==> config.mk <==
export PLATFORM = sky130hd
export DESIGN_NAME = adder_axil_top
export DESIGN_NICKNAME = d
export VERILOG_FILES = /design/src/common/adder_axil_pkg.sv /design/src/common/adder_regmap_pkg.sv /design/src/axil/axil_write_ctrl.sv /design/src/axil/axil_read_ctrl.sv /design/src/rtl/adder_regs.sv /design/src/rtl/adder_axil_top.sv
export SDC_FILE = /design/constraint.sdc
export NUM_CORES = 1
export LEC_CHECK = 0
export ABC_AREA = 1
export BUFFER_PORTS_ARGS = -buffer_cell sky130_fd_sc_hd__buf_2
export CORE_UTILIZATION = 35
export CTS_CLUSTER_DIAMETER = 80
export CTS_CLUSTER_SIZE = 20
export DETAILED_ROUTE_END_ITERATION = 7
export HOLD_SLACK_MARGIN = 0.08
export SLEW_MARGIN = 5
export SYNTH_ARGS = -nofsm -noshare
export SYNTH_HDL_FRONTEND = slang
export SYNTH_SLANG_ARGS = --single-unit
==> constraint.sdc <==
create_clock -name s1_axi_aclk -period 3.6 [get_ports s1_axi_aclk]
set_input_delay 0.9 -clock s1_axi_aclk [delete_from_list [all_inputs] [get_ports s1_axi_aclk]]
set_output_delay 0.9 -clock s1_axi_aclk [all_outputs]
set_load 0.01 [all_outputs]
==> src/common/adder_axil_pkg.sv <==
package adder_axil_pkg;

    // AXI-Lite response codes carried on bresp and rresp
    // EXOKAY and DECERR are never produced by this slave
    typedef enum logic [1:0]
    {
        RESP_OKAY   = 2'b00,
        RESP_SLVERR = 2'b10
    } axil_resp_t;

endpackage

==> src/common/adder_regmap_pkg.sv <==
package adder_regmap_pkg;

    // Byte offsets within the peripheral window
    typedef logic [3:0] reg_offset_t;

    // Operands, host writable
    localparam reg_offset_t OFFSET_OPERAND_A = 4'h0;
    localparam reg_offset_t OFFSET_OPERAND_B = 4'h4;

    // Sum and flags, read only
    localparam reg_offset_t OFFSET_RESULT    = 4'h8;
    localparam reg_offset_t OFFSET_STATUS    = 4'hc;

    // Status register layout
    localparam int STATUS_WIDTH        = 2;
    localparam int STATUS_CARRY_BIT    = 0;
    localparam int STATUS_OVERFLOW_BIT = 1;

    // Carry and signed overflow of the last committed addition
    typedef logic [STATUS_WIDTH-1:0] status_t;

endpackage

==> src/axil/axil_write_ctrl.sv <==
module axil_write_ctrl #(
    parameter int DATA_WIDTH = 32,
    parameter int ADDR_WIDTH = 8
)
(
    input  logic                           s1_axi_aclk,
    input  logic                           arst_n,

    // AW channel
    input  logic [ADDR_WIDTH-1:0]          awaddr,
    input  logic                           awvalid,
    output logic                           awready,

    // W channel
    input  logic [DATA_WIDTH-1:0]          wdata,
    input  logic [DATA_WIDTH/8-1:0]        wstrb,
    input  logic                           wvalid,
    output logic                           wready,

    // B channel
    output adder_axil_pkg::axil_resp_t     bresp,
    output logic                           bvalid,
    input  logic                           bready,

    // Commit request towards the register bank
    output logic                           wr_en,
    output logic [ADDR_WIDTH-1:0]          wr_addr,
    output logic [DATA_WIDTH-1:0]          wr_data,
    output logic [DATA_WIDTH/8-1:0]        wr_strb,
    input  adder_axil_pkg::axil_resp_t     wr_resp
);

    typedef logic [ADDR_WIDTH-1:0]   addr_t;
    typedef logic [DATA_WIDTH-1:0]   data_t;
    typedef logic [DATA_WIDTH/8-1:0] strb_t;

    // One-entry buffers for address and data
    addr_t aw_addr_q;
    data_t w_data_q;
    strb_t w_strb_q;
    logic  aw_full;
    logic  w_full;
    logic  commit;

    assign awready = !aw_full;
    assign wready  = !w_full;

    // Both halves present and the B slot free
    assign commit = aw_full && w_full && !bvalid;

    assign wr_en   = commit;
    assign wr_addr = aw_addr_q;
    assign wr_data = w_data_q;
    assign wr_strb = w_strb_q;

    always_ff @(posedge s1_axi_aclk or negedge arst_n)
    begin
        if (!arst_n)
        begin
            aw_full <= 1'b0;
            w_full  <= 1'b0;
            bvalid  <= 1'b0;
            bresp   <= adder_axil_pkg::RESP_OKAY;
        end
        else
        begin
            // Buffers drain on commit, fill on handshake
            if (commit)
            begin
                aw_full <= 1'b0;
            end
            else if (awvalid && awready)
            begin
                aw_full <= 1'b1;
            end

            if (commit)
            begin
                w_full <= 1'b0;
            end
            else if (wvalid && wready)
            begin
                w_full <= 1'b1;
            end

            // Bank decides the response in the commit cycle
            if (commit)
            begin
                bvalid <= 1'b1;
                bresp  <= wr_resp;
            end
            else if (bvalid && bready)
            begin
                bvalid <= 1'b0;
            end
        end
    end

    always_ff @(posedge s1_axi_aclk)
    begin
        if (awvalid && awready)
        begin
            aw_addr_q <= awaddr;
        end
        if (wvalid && wready)
        begin
            w_data_q <= wdata;
            w_strb_q <= wstrb;
        end
    end

    // Response held until the master takes it
    a_b_hold: assert property (
        @(posedge s1_axi_aclk) disable iff (!arst_n)
        bvalid && !bready |=> bvalid && $stable(bresp)
    );

    // A commit is a single pulse that leaves the bank's decode waiting on B
    a_commit_to_b: assert property (
        @(posedge s1_axi_aclk) disable iff (!arst_n)
        wr_en |=> bvalid && !wr_en && (bresp == $past(wr_resp))
    );

endmodule

==> src/axil/axil_read_ctrl.sv <==
module axil_read_ctrl #(
    parameter int DATA_WIDTH = 32,
    parameter int ADDR_WIDTH = 8
)
(
    input  logic                        s1_axi_aclk,
    input  logic                        arst_n,

    // AR channel
    input  logic [ADDR_WIDTH-1:0]       araddr,
    input  logic                        arvalid,
    output logic                        arready,

    // R channel
    output logic [DATA_WIDTH-1:0]       rdata,
    output adder_axil_pkg::axil_resp_t  rresp,
    output logic                        rvalid,
    input  logic                        rready,

    // Combinational lookup in the register bank
    output logic [ADDR_WIDTH-1:0]       rd_addr,
    input  logic [DATA_WIDTH-1:0]       rd_data,
    input  adder_axil_pkg::axil_resp_t  rd_resp
);

    typedef enum logic
    {
        IDLE,
        RESP
    } state_t;

    state_t state;
    logic   ar_hs;

    assign arready = (state == IDLE);
    assign rvalid  = (state == RESP);
    assign ar_hs   = arvalid && arready;

    // Bank is sampled on the AR handshake edge itself
    assign rd_addr = araddr;

    always_ff @(posedge s1_axi_aclk or negedge arst_n)
    begin
        if (!arst_n)
        begin
            state <= IDLE;
            rresp <= adder_axil_pkg::RESP_OKAY;
        end
        else
        begin
            case (state)
                IDLE:
                begin
                    if (ar_hs)
                    begin
                        state <= RESP;
                        rresp <= rd_resp;
                    end
                end
                RESP:
                begin
                    if (rready)
                    begin
                        state <= IDLE;
                    end
                end
                default:
                begin
                    state <= IDLE;
                end
            endcase
        end
    end

    always_ff @(posedge s1_axi_aclk)
    begin
        if (ar_hs)
        begin
            rdata <= rd_data;
        end
    end

    // Data and response frozen while the master stalls
    a_r_hold: assert property (
        @(posedge s1_axi_aclk) disable iff (!arst_n)
        rvalid && !rready |=> rvalid && $stable(rdata) && $stable(rresp)
    );

endmodule

==> src/rtl/adder_regs.sv <==
module adder_regs #(
    parameter int DATA_WIDTH = 32,
    parameter int ADDR_WIDTH = 8
)
(
    input  logic                        s1_axi_aclk,
    input  logic                        arst_n,

    // Write commit from the write controller
    input  logic                        wr_en,
    input  logic [ADDR_WIDTH-1:0]       wr_addr,
    input  logic [DATA_WIDTH-1:0]       wr_data,
    input  logic [DATA_WIDTH/8-1:0]     wr_strb,
    output adder_axil_pkg::axil_resp_t  wr_resp,

    // Read lookup from the read controller
    input  logic [ADDR_WIDTH-1:0]       rd_addr,
    output logic [DATA_WIDTH-1:0]       rd_data,
    output adder_axil_pkg::axil_resp_t  rd_resp
);

    typedef logic [ADDR_WIDTH-1:0]   addr_t;
    typedef logic [DATA_WIDTH-1:0]   data_t;
    typedef logic [DATA_WIDTH/8-1:0] strb_t;
    typedef logic [DATA_WIDTH:0]     sum_t;

    localparam addr_t ADDR_OPERAND_A = addr_t'(adder_regmap_pkg::OFFSET_OPERAND_A);
    localparam addr_t ADDR_OPERAND_B = addr_t'(adder_regmap_pkg::OFFSET_OPERAND_B);
    localparam addr_t ADDR_RESULT    = addr_t'(adder_regmap_pkg::OFFSET_RESULT);
    localparam addr_t ADDR_STATUS    = addr_t'(adder_regmap_pkg::OFFSET_STATUS);

    data_t                     operand_a;
    data_t                     operand_b;
    data_t                     result;
    adder_regmap_pkg::status_t status;

    logic                      wr_sel_a;
    logic                      wr_sel_b;
    data_t                     next_a;
    data_t                     next_b;
    sum_t                      next_sum;
    adder_regmap_pkg::status_t next_status;

    // Keep old bytes where the strobe is low
    function automatic data_t merge_bytes(input data_t old_val, input data_t new_val,
                                          input strb_t strb);
        data_t merged;
        merged = old_val;
        for (int i = 0; i < DATA_WIDTH/8; i++)
        begin
            if (strb[i])
            begin
                merged[8*i +: 8] = new_val[8*i +: 8];
            end
        end
        return merged;
    endfunction

    // Full address compare, so unaligned offsets miss every register
    assign wr_sel_a = (wr_addr == ADDR_OPERAND_A);
    assign wr_sel_b = (wr_addr == ADDR_OPERAND_B);
    assign wr_resp  = (wr_sel_a || wr_sel_b) ? adder_axil_pkg::RESP_OKAY
                                             : adder_axil_pkg::RESP_SLVERR;

    // Operand pair as it will look after this commit
    assign next_a   = wr_sel_a ? merge_bytes(operand_a, wr_data, wr_strb) : operand_a;
    assign next_b   = wr_sel_b ? merge_bytes(operand_b, wr_data, wr_strb) : operand_b;
    assign next_sum = {1'b0, next_a} + {1'b0, next_b};

    always_comb
    begin
        next_status = '0;
        next_status[adder_regmap_pkg::STATUS_CARRY_BIT] = next_sum[DATA_WIDTH];
        // Same operand signs, different result sign
        next_status[adder_regmap_pkg::STATUS_OVERFLOW_BIT] =
            (next_a[DATA_WIDTH-1] == next_b[DATA_WIDTH-1]) &&
            (next_sum[DATA_WIDTH-1] != next_a[DATA_WIDTH-1]);
    end

    always_ff @(posedge s1_axi_aclk or negedge arst_n)
    begin
        if (!arst_n)
        begin
            operand_a <= '0;
            operand_b <= '0;
            result    <= '0;
            status    <= '0;
        end
        else if (wr_en && (wr_sel_a || wr_sel_b))
        begin
            operand_a <= next_a;
            operand_b <= next_b;
            result    <= next_sum[DATA_WIDTH-1:0];
            status    <= next_status;
        end
    end

    always_comb
    begin
        rd_data = '0;
        rd_resp = adder_axil_pkg::RESP_OKAY;
        case (rd_addr)
            ADDR_OPERAND_A: rd_data = operand_a;
            ADDR_OPERAND_B: rd_data = operand_b;
            ADDR_RESULT:    rd_data = result;
            ADDR_STATUS:    rd_data = data_t'(status);
            default:        rd_resp = adder_axil_pkg::RESP_SLVERR;
        endcase
    end

    // Commit address comes from the write controller buffer
    a_wr_addr_known: assert property (
        @(posedge s1_axi_aclk) disable iff (!arst_n)
        wr_en |-> !$isunknown(wr_addr)
    );

endmodule

==> src/rtl/adder_axil_top.sv <==
module adder_axil_top #(
    parameter int DATA_WIDTH = 32,
    parameter int ADDR_WIDTH = 8
)
(
    input  logic                        s1_axi_aclk,
    input  logic                        arst_n,

    // Write side
    input  logic [ADDR_WIDTH-1:0]       s1_axi_awaddr,
    input  logic                        s1_axi_awvalid,
    output logic                        s1_axi_awready,
    input  logic [DATA_WIDTH-1:0]       s1_axi_wdata,
    input  logic [DATA_WIDTH/8-1:0]     s1_axi_wstrb,
    input  logic                        s1_axi_wvalid,
    output logic                        s1_axi_wready,
    output adder_axil_pkg::axil_resp_t  s1_axi_bresp,
    output logic                        s1_axi_bvalid,
    input  logic                        s1_axi_bready,

    // Read side
    input  logic [ADDR_WIDTH-1:0]       s1_axi_araddr,
    input  logic                        s1_axi_arvalid,
    output logic                        s1_axi_arready,
    output logic [DATA_WIDTH-1:0]       s1_axi_rdata,
    output adder_axil_pkg::axil_resp_t  s1_axi_rresp,
    output logic                        s1_axi_rvalid,
    input  logic                        s1_axi_rready
);

    // Write controller to register bank
    logic                        wr_en;
    logic [ADDR_WIDTH-1:0]       wr_addr;
    logic [DATA_WIDTH-1:0]       wr_data;
    logic [DATA_WIDTH/8-1:0]     wr_strb;
    adder_axil_pkg::axil_resp_t  wr_resp;

    // Read controller to register bank
    logic [ADDR_WIDTH-1:0]       rd_addr;
    logic [DATA_WIDTH-1:0]       rd_data;
    adder_axil_pkg::axil_resp_t  rd_resp;

    axil_write_ctrl #(
        .DATA_WIDTH (DATA_WIDTH),
        .ADDR_WIDTH (ADDR_WIDTH)
    ) u_write_ctrl (
        .s1_axi_aclk (s1_axi_aclk),
        .arst_n      (arst_n),
        .awaddr      (s1_axi_awaddr),
        .awvalid     (s1_axi_awvalid),
        .awready     (s1_axi_awready),
        .wdata       (s1_axi_wdata),
        .wstrb       (s1_axi_wstrb),
        .wvalid      (s1_axi_wvalid),
        .wready      (s1_axi_wready),
        .bresp       (s1_axi_bresp),
        .bvalid      (s1_axi_bvalid),
        .bready      (s1_axi_bready),
        .wr_en       (wr_en),
        .wr_addr     (wr_addr),
        .wr_data     (wr_data),
        .wr_strb     (wr_strb),
        .wr_resp     (wr_resp)
    );

    axil_read_ctrl #(
        .DATA_WIDTH (DATA_WIDTH),
        .ADDR_WIDTH (ADDR_WIDTH)
    ) u_read_ctrl (
        .s1_axi_aclk (s1_axi_aclk),
        .arst_n      (arst_n),
        .araddr      (s1_axi_araddr),
        .arvalid     (s1_axi_arvalid),
        .arready     (s1_axi_arready),
        .rdata       (s1_axi_rdata),
        .rresp       (s1_axi_rresp),
        .rvalid      (s1_axi_rvalid),
        .rready      (s1_axi_rready),
        .rd_addr     (rd_addr),
        .rd_data     (rd_data),
        .rd_resp     (rd_resp)
    );

    adder_regs #(
        .DATA_WIDTH (DATA_WIDTH),
        .ADDR_WIDTH (ADDR_WIDTH)
    ) u_regs (
        .s1_axi_aclk (s1_axi_aclk),
        .arst_n      (arst_n),
        .wr_en       (wr_en),
        .wr_addr     (wr_addr),
        .wr_data     (wr_data),
        .wr_strb     (wr_strb),
        .wr_resp     (wr_resp),
        .rd_addr     (rd_addr),
        .rd_data     (rd_data),
        .rd_resp     (rd_resp)
    );

endmodule

==> results of run 1 <==
[sequential cells by signal (all words and copies together), names as in the netlist]
signal	flops
u_read_ctrl.rvalid	1
u_write_ctrl.wr_strb	4
u_write_ctrl.aw_full	1
u_write_ctrl.wr_addr	8
u_read_ctrl.rdata	32
u_read_ctrl.rresp	1
u_write_ctrl.bresp	1
u_regs.operand_b	32
u_write_ctrl.bvalid	1
u_write_ctrl.w_full	1
u_write_ctrl.wr_data	32
u_regs.status	2
u_regs.result	32
u_regs.operand_a	32
[per-stage QoR]
step	area (um^2)	hold slack, ns	setup slack (ns)
detailed placement	10600	0.463	0.231
global route	11300	0.424	0.0181
CTS	11200	0.401	0.195
global placement	10600	0.462	0.196
finish	11300	0.405	0.244
floorplan	9640	0.442	0.456
[synth_stat cells, drive strengths merged (3+ instances only)]
cell type / n / area, um^2
a21oi: 40 / 223
o21ai: 113 / 573
nor4: 4 / 52.6
clkbuf: 21 / 78.8
nor2: 89 / 359
edfxtp: 76 / 2280
nand3: 33 / 188
nand2: 278 / 1090
buf: 14 / 80.1
nand4: 15 / 93.8
inv: 164 / 616
o221ai: 12 / 105
xnor2: 13 / 114
xor2: 4 / 35.0
dfrtp: 104 / 2600
a22oi: 28 / 210
ha: 31 / 388
o211ai: 17 / 128
nor3: 6 / 40.0
nand3b: 3 / 22.5
o21a: 3 / 22.5
o22ai: 31 / 194
clkinv: 3 / 11.3
a31oi: 3 / 18.8
[report_power, final]
group	leakage, nW	internal [mW]	total [mW]	switching (mW)
logic	2.77	0.111	0.387	0.277
registers	2.16	2.30	2.35	0.0511
clock network	0.305	1.09	1.93	0.843
total	5.23	3.50	4.67	1.17
[kinds of logic (layout without fill, tap and decap cells)]
logic type      count (synthesis)  in the layout  share of synthesized area, %
compound gates                255            255                          16.1
xor+xnor                       17             17                          1.54
fa+ha+maj                      32             32                          4.23
buf+inv                       202            321                          8.15
flops                         180            180                          50.7
other cells                     1              2                        0.0389
simple gates                  429            429                          19.2
[metal layers]
metal / up-vias / track usage, % / routed length [um]
li1: 3961 / - / -
met1: 3806 / 25.4 / 12200
met2: 194 / 29.9 / 11400
met3: 35 / 2.80 / 1050
met4: 2 / 6.50 / 519
met5: - / 0 / 12
[worst register-to-register path, cell delays in order, from the launching register on]
cell and delay, ns:
edfxtp_1 0.38, nand2_1 0.09, nor2_2 0.05, nand2_2 0.11, buf_4 0.28, nor2_1 0.11, buf_4 0.17, o22ai_1 0.14
inv_1 0.07, ha_1 0.37, nand2_1 0.15, nor2_1 0.17, and3_1 0.23, nand4_1 0.14, nand3_2 0.16, nand2_1 0.07
nand2_1 0.15, nand3_1 0.13, nand2_1 0.09, nand2_1 0.05, nand3_1 0.08, nand2_1 0.06
[placed cells by master (no fill, tap or decap), types with 30 or more instances in the layout]
cell type,count
buf_2,96
inv_1,156
nor2_1,82
o22ai_1,31
a21oi_1,37
edfxtp_1,76
o21ai_0,103
nand2_1,262
ha_1,30
dfrtp_1,104
[layout make-up]
cell class,instances,area (um^2)
well taps,341,427
clock buffers,22,507
fillers,2698,15700
repair buffers,122,688
inverters,167,627
clock inverters,10,105
multi-input cells,735,4020
flip-flops and latches,180,4880
[what timing repair did]
item                                   CTS  global route
gates resized for setup                  0             8
setup endpoints to repair                0            13
endpoints found under the hold margin    0             0
[worst paths after layout]
kind	start	end	cells past startpoint
worst max-delay path	u_write_ctrl.wr_addr[2]	u_regs.result[29]	21
worst min-delay path	arst_n	u_read_ctrl.rvalid	1
worst max register to register	u_write_ctrl.wr_addr[2]	u_regs.result[29]	21
worst min register to register	u_regs.result[0]	u_regs.result[0]	2
max in group asynchronous	arst_n	u_regs.result[7]	2
min in group s1_axi_aclk	u_regs.result[0]	u_regs.result[0]	2
==> impl_metrics.toml, run 1 <==
[timing]
rsz0062_at_grt = "no"
final.setup.tns_ns = 0
period_minus_slack_ns = 3.36
worst_clock_skew_ns = 0.0128
drv_slew = 0
relSlewSlack_pct = 46.9
finalSetupViolCount = 0
worst_pin_slew_ns = 0.795
min_period_over_period_pct = 93.2
max_freq_mhz = 298
finalHoldViolations = 0

[detailed_routing]
vias = 7998
vias_per_cell = 5.07
first_iter_violations = 624
ant_nets = 0
drc = 0
dr.pass1.iters = 5
postRouteWirelength_um = 25100
wl_per_cell_um = 15.9

[cells_and_area]
area_growth_pct = 16.7
n_antenna_cell = 0
drive_above_1_share_pct = 16.5
nNetsFinal = 1314
final_core_util_pct = 41.8
stdcell_count = 1577

[grt]
grt_pass1_wl_um = 41300
grtUsageTotal_pct = 18.6
antenna_found_initial = 1
grt_pass1_vias = 7977
gr-total-overflow = 0
grt_max_degree = 56

[setup_path]
critPathCaptureType = "flip-flop"
max_stage_delay_ns = 0.38
r2r_slack_ns = 0.24
cp_top_family = "simple AND/OR/NAND/NOR gates"
crit_path_frequent_cell = "nand2_1"
worst_path_max_delay_cell = "edfxtp_1"
worstSetupPathType = "flip-flop to flip-flop"
cp_num_buf_inv = 3
crit_chain = "nand2_1, nor2_2, nand2_2, buf_4, nor2_1, buf_4, o22ai_1, inv_1, ha_1, nand2_1, nor2_1, and3_1, nand4_1, nand3_2, nand2_1, nand2_1, nand3_1, nand2_1, nand2_1, nand3_1, nand2_1"
worstSetupStartpointType = "flip-flop"
crit_required_ns = 3.92
arrival_ns = 3.67
critical_path.max_fanout = 18

[place]
hpwl_um = 18100
place_inst = 1545
port-buffer-count = 97
gp_congestion = 0.941

[synth]
ys.flop_type = "dfrtp_1"
synth-async-reset-ratio_pct = 57.8
synth-edff-count = 76
synth.avg_cell_area_um2 = 8.64
seq_area_frac_synth_pct = 50.7
ys_types = 49
syn_area_mm2 = 0.00964
syn_inst = 1116
ys_ff_latch = 180
synth_warnings = 0

[die]
ios = 100
core_mm2 = 0.0270
num_rows = 60
die_area_mm2 = 0.0282
die_w_um = 168
die_h_um = 168
initial_core_util_pct = 35.8

[clock_network]
post_cts_buffers = 0
root_buffer = "clkbuf_16"
cts.sinks = 180
numCtsBuffers = 17
cts_tree = "done"
clockBufferDepth = 2
htree_levels = 4
clk_latency_ns = 0.43
cts.hold.buffers_added = 0
clkTransAtPathRegs_ns = 0.07

[power]
power_density_mw_per_mm2 = 415
power_mw = 4.67
p_leak_nw = 5.23
ir_drop_v = 0.000288

[hold_path]
hold_path.class = "primary input to async pin"

[run_status]
status = "completed"

[run]
maxCapViolations = 0
Power figures use the tool's default switching activity.
==> run 2, diff against run 1 <==
--- a/config.mk
+++ b/config.mk
@@ -5,7 +5,6 @@
 export SDC_FILE = /design/constraint.sdc
 export NUM_CORES = 1
 export LEC_CHECK = 0
-export ABC_AREA = 1
 export BUFFER_PORTS_ARGS = -buffer_cell sky130_fd_sc_hd__buf_2
 export CORE_UTILIZATION = 35
 export CTS_CLUSTER_DIAMETER = 80
==> run 2 against run 1 <==
  * Critical path depth shrank 5
  * Clock-buffer cell count down 3
  * Critical path type unchanged
  * The run now ends with design-rule violations, negative setup slack left
  * Sequential cell count unchanged
  * Routed wire length down 5.0%
  * Non-clock buffer count increased by 84
  * First-iteration DRC count decreased by 45%
  * Sequential share of layout area fell by 3.2 points
  * Critical endpoint is now u_regs.result[27]
  * Sequential power increased by 3%
  * Utilization grew 4.6 points
  * Via count decreased by 9.1%
==> impl_metrics.toml, run 2 <==
[setup_path]
crit_required_ns = 3.93
worstSetupPathType = "flip-flop to flip-flop"
worstSetupStartpointType = "flip-flop"
reg2reg_from = "u_write_ctrl.wr_addr[5]"
arrival_ns = 4.48
critPathCaptureType = "flip-flop"
startpoint = "u_write_ctrl.wr_addr[5]"
critical_path.max_fanout = 8

[detailed_routing]
postRouteWirelength_um = 23900
drc = 15
ant_nets = 0
wl_per_cell_um = 16.3
vias_per_cell = 4.95
first_iter_violations = 343
dr.pass1.iters = 7
vias = 7267

[synth]
seq_area_frac_synth_pct = 52.0
ys_top_cells_by_count = "221 x nand2_1, 104 x dfrtp_1, 101 x nor2_1"
syn_area_mm2 = 0.00940
yosysTopAreaCell = "dfrtp_1"
ys.flop_type = "dfrtp_1"
synth-edff-count = 76
yosysTopAreaCellShare_pct = 27.7
synth-async-reset-ratio_pct = 57.8
synth_area_leaders = "dfrtp_1 28%, edfxtp_1 24%, nand2_1 8.8%"
synth_warnings = 0
yosysMostFrequentCell = "nand2_1"
ys_types = 62
ys_ff_latch = 180
syn_inst = 937
synth.avg_cell_area_um2 = 10.0

[die]
die_h_um = 166
initial_core_util_pct = 35.9
num_rows = 59
ios = 100
die_area_mm2 = 0.0275
die_w_um = 166
core_mm2 = 0.0262

[clock_network]
htree_levels = 4
clkTransAtPathRegs_ns = 0.07
root_buffer = "clkbuf_16"
clk_latency_ns = 0.44
clockBufferDepth = 2
cts_tree = "done"
cts.sinks = 180
numCtsBuffers = 17

[grt]
grt_pass1_vias = 7300
grtUsageMet3_pct = 3.67
met2_usage_pct = 29.3
met1_usage_pct = 24.0
grt_pass1_wl_um = 38400
gr-total-overflow = 0
top_usage_layer = "met2"
grt_max_degree = 61
antenna_found_initial = 0
grtUsageTotal_pct = 17.7

[cells_and_area]
drive_above_1_share_pct = 33.6
design_area_mm2 = 0.0121
mostFrequentLayoutCells = "215 x nand2_1, 104 x dfrtp_1, 99 x nor2_1"
area_growth_pct = 29.2
nNetsFinal = 1211
layout_commonest_cell = "nand2_1"
final_core_util_pct = 46.4
n_antenna_cell = 0

[power]
p_leak_nw = 5.67
comb_power_share_pct = 11.4
p_sw_mw = 1.27
ir_drop_v = 0.000306
power_density_mw_per_mm2 = 404
seq_power_share_pct = 49.6
intPower_mw = 3.64
clkPwrFrac_pct = 39.1
sw_frac_of_total_pct = 25.8

[timing]
fin_ws_ns = -0.556
finalHoldViolations = 0
min_period_over_period_pct = 115
worst_pin_slew_ns = 0.957
drv_slew = 0
finalSetupViolCount = 25
worst_clock_skew_ns = 0.00856
rsz0062_at_grt = "yes"
relSlewSlack_pct = 36.0
period_minus_slack_ns = 4.16
max_freq_mhz = 241

[place]
gp_congestion = 0.860
dpl_cell_area_mm2 = 0.0111
port-buffer-count = 97
hpwl_um = 16200

[run_status]
status = "complete, but fails checks"
failed_checks = "design-rule violations, negative setup slack"

[hold_path]
hold_start = "u_regs.result[0]"
hold_path.class = "flip-flop to flip-flop"

[run]
maxCapViolations = 0
-- run 2: cell count changes in the layout (fill, tap and decap cells not counted), sizes merged, moves of 31 or more --
cell,previous run,this run
buf,122,206
inv,170,20
mux2,0,61
mux2i,0,33
nand2,278,222
o21ai,113,45
o22ai,31,0
-- run 2: worst max-delay path: stages, from the launching register on --
cell	delay [ns]
edfxtp_1	0.38
or4_4	0.56
nor4_4	0.16
buf_6	0.17
and2b_2	0.21
nand2_4	0.12
mux2_2	0.31
ha_1	0.34
a21oi_2	0.18
and2_1	0.18
nor3_1	0.07
a311oi_2	0.26
o41ai_4	0.17
a21oi_2	0.27
a21oi_2	0.09
or3_1	0.32
a31o_2	0.24
-- run 2: logic make-up (layout without fill, tap and decap cells) --
group,Yosys count,count (layout),share of synthesized area [%]
fa+ha+maj,32,32,4.34
flops,180,180,52.0
simple gates,374,374,16.5
xor+xnor,28,28,2.61
other cells,1,2,0.0399
mux,96,96,11.3
compound gates,165,165,10.7
buf+inv,61,256,2.56
-- run 2: final cells by class --
type | instances | area [um^2]
clock buffers | 19 | 433
multi-input cells | 697 | 4770
fillers | 2433 | 14100
clock inverters | 13 | 158
flip-flops and latches | 180 | 4880
inverters | 18 | 67.6
repair buffers | 206 | 1410
well taps | 335 | 419
-- run 2: routing by layer --
| metal | vias up | wire, um |
|---|---|---|
| li1 | 3616 | - |
| met1 | 3489 | 11300 |
| met2 | 146 | 11400 |
| met3 | 16 | 966 |
| met4 | 0 | 189 |
| met5 | - | 0 |
-- run 2: per-stage QoR --
stage	total power, mW	setup slack (ns)	hold slack [ns]	setup TNS (ns)	instances
after global placement	3.02	-0.603	0.456	-10.44	1418
after CTS	4.96	-0.524	0.479	-8.34	1462
after floorplan	2.74	-0.494	0.440	-3.56	938
final	4.91	-0.556	0.480	-7.56	1468
after global routing	5.11	-0.771	0.498	-13.08	1468
after detailed placement	3.03	-0.663	0.464	-11.87	1418
-- run 2: repair_timing --
action / in CTS / in global routing
buffers inserted: 13 / 7
setup endpoints to repair: 27 / 29
gates resized for setup: 27 / 53
hold buffers: 0 / 0
pin swaps: 35 / 35
-- run 2: final timing paths --
kind	depth (start not counted)	slack, ns	endpoint
max	16	-0.56	u_regs.result[27]
min in group asynchronous	1	0.49	u_write_ctrl.aw_full
min reg2reg	2	0.48	u_regs.result[0]
min	2	0.48	u_regs.result[0]
max in group asynchronous	2	2.33	u_regs.result[8]
max reg2reg	16	-0.56	u_regs.result[27]
-- run 2: power groups by stage --
stage / Sequential, mW / Combinational [mW] / Clock (mW)
2_1_floorplan: 2.45 / 0.293 / 0
3_3_place_gp: 2.47 / 0.546 / 0
3_5_place_dp: 2.47 / 0.556 / 0
4_1_cts: 2.44 / 0.563 / 1.96
5_1_grt: 2.45 / 0.622 / 2.03
6_report: 2.43 / 0.559 / 1.92
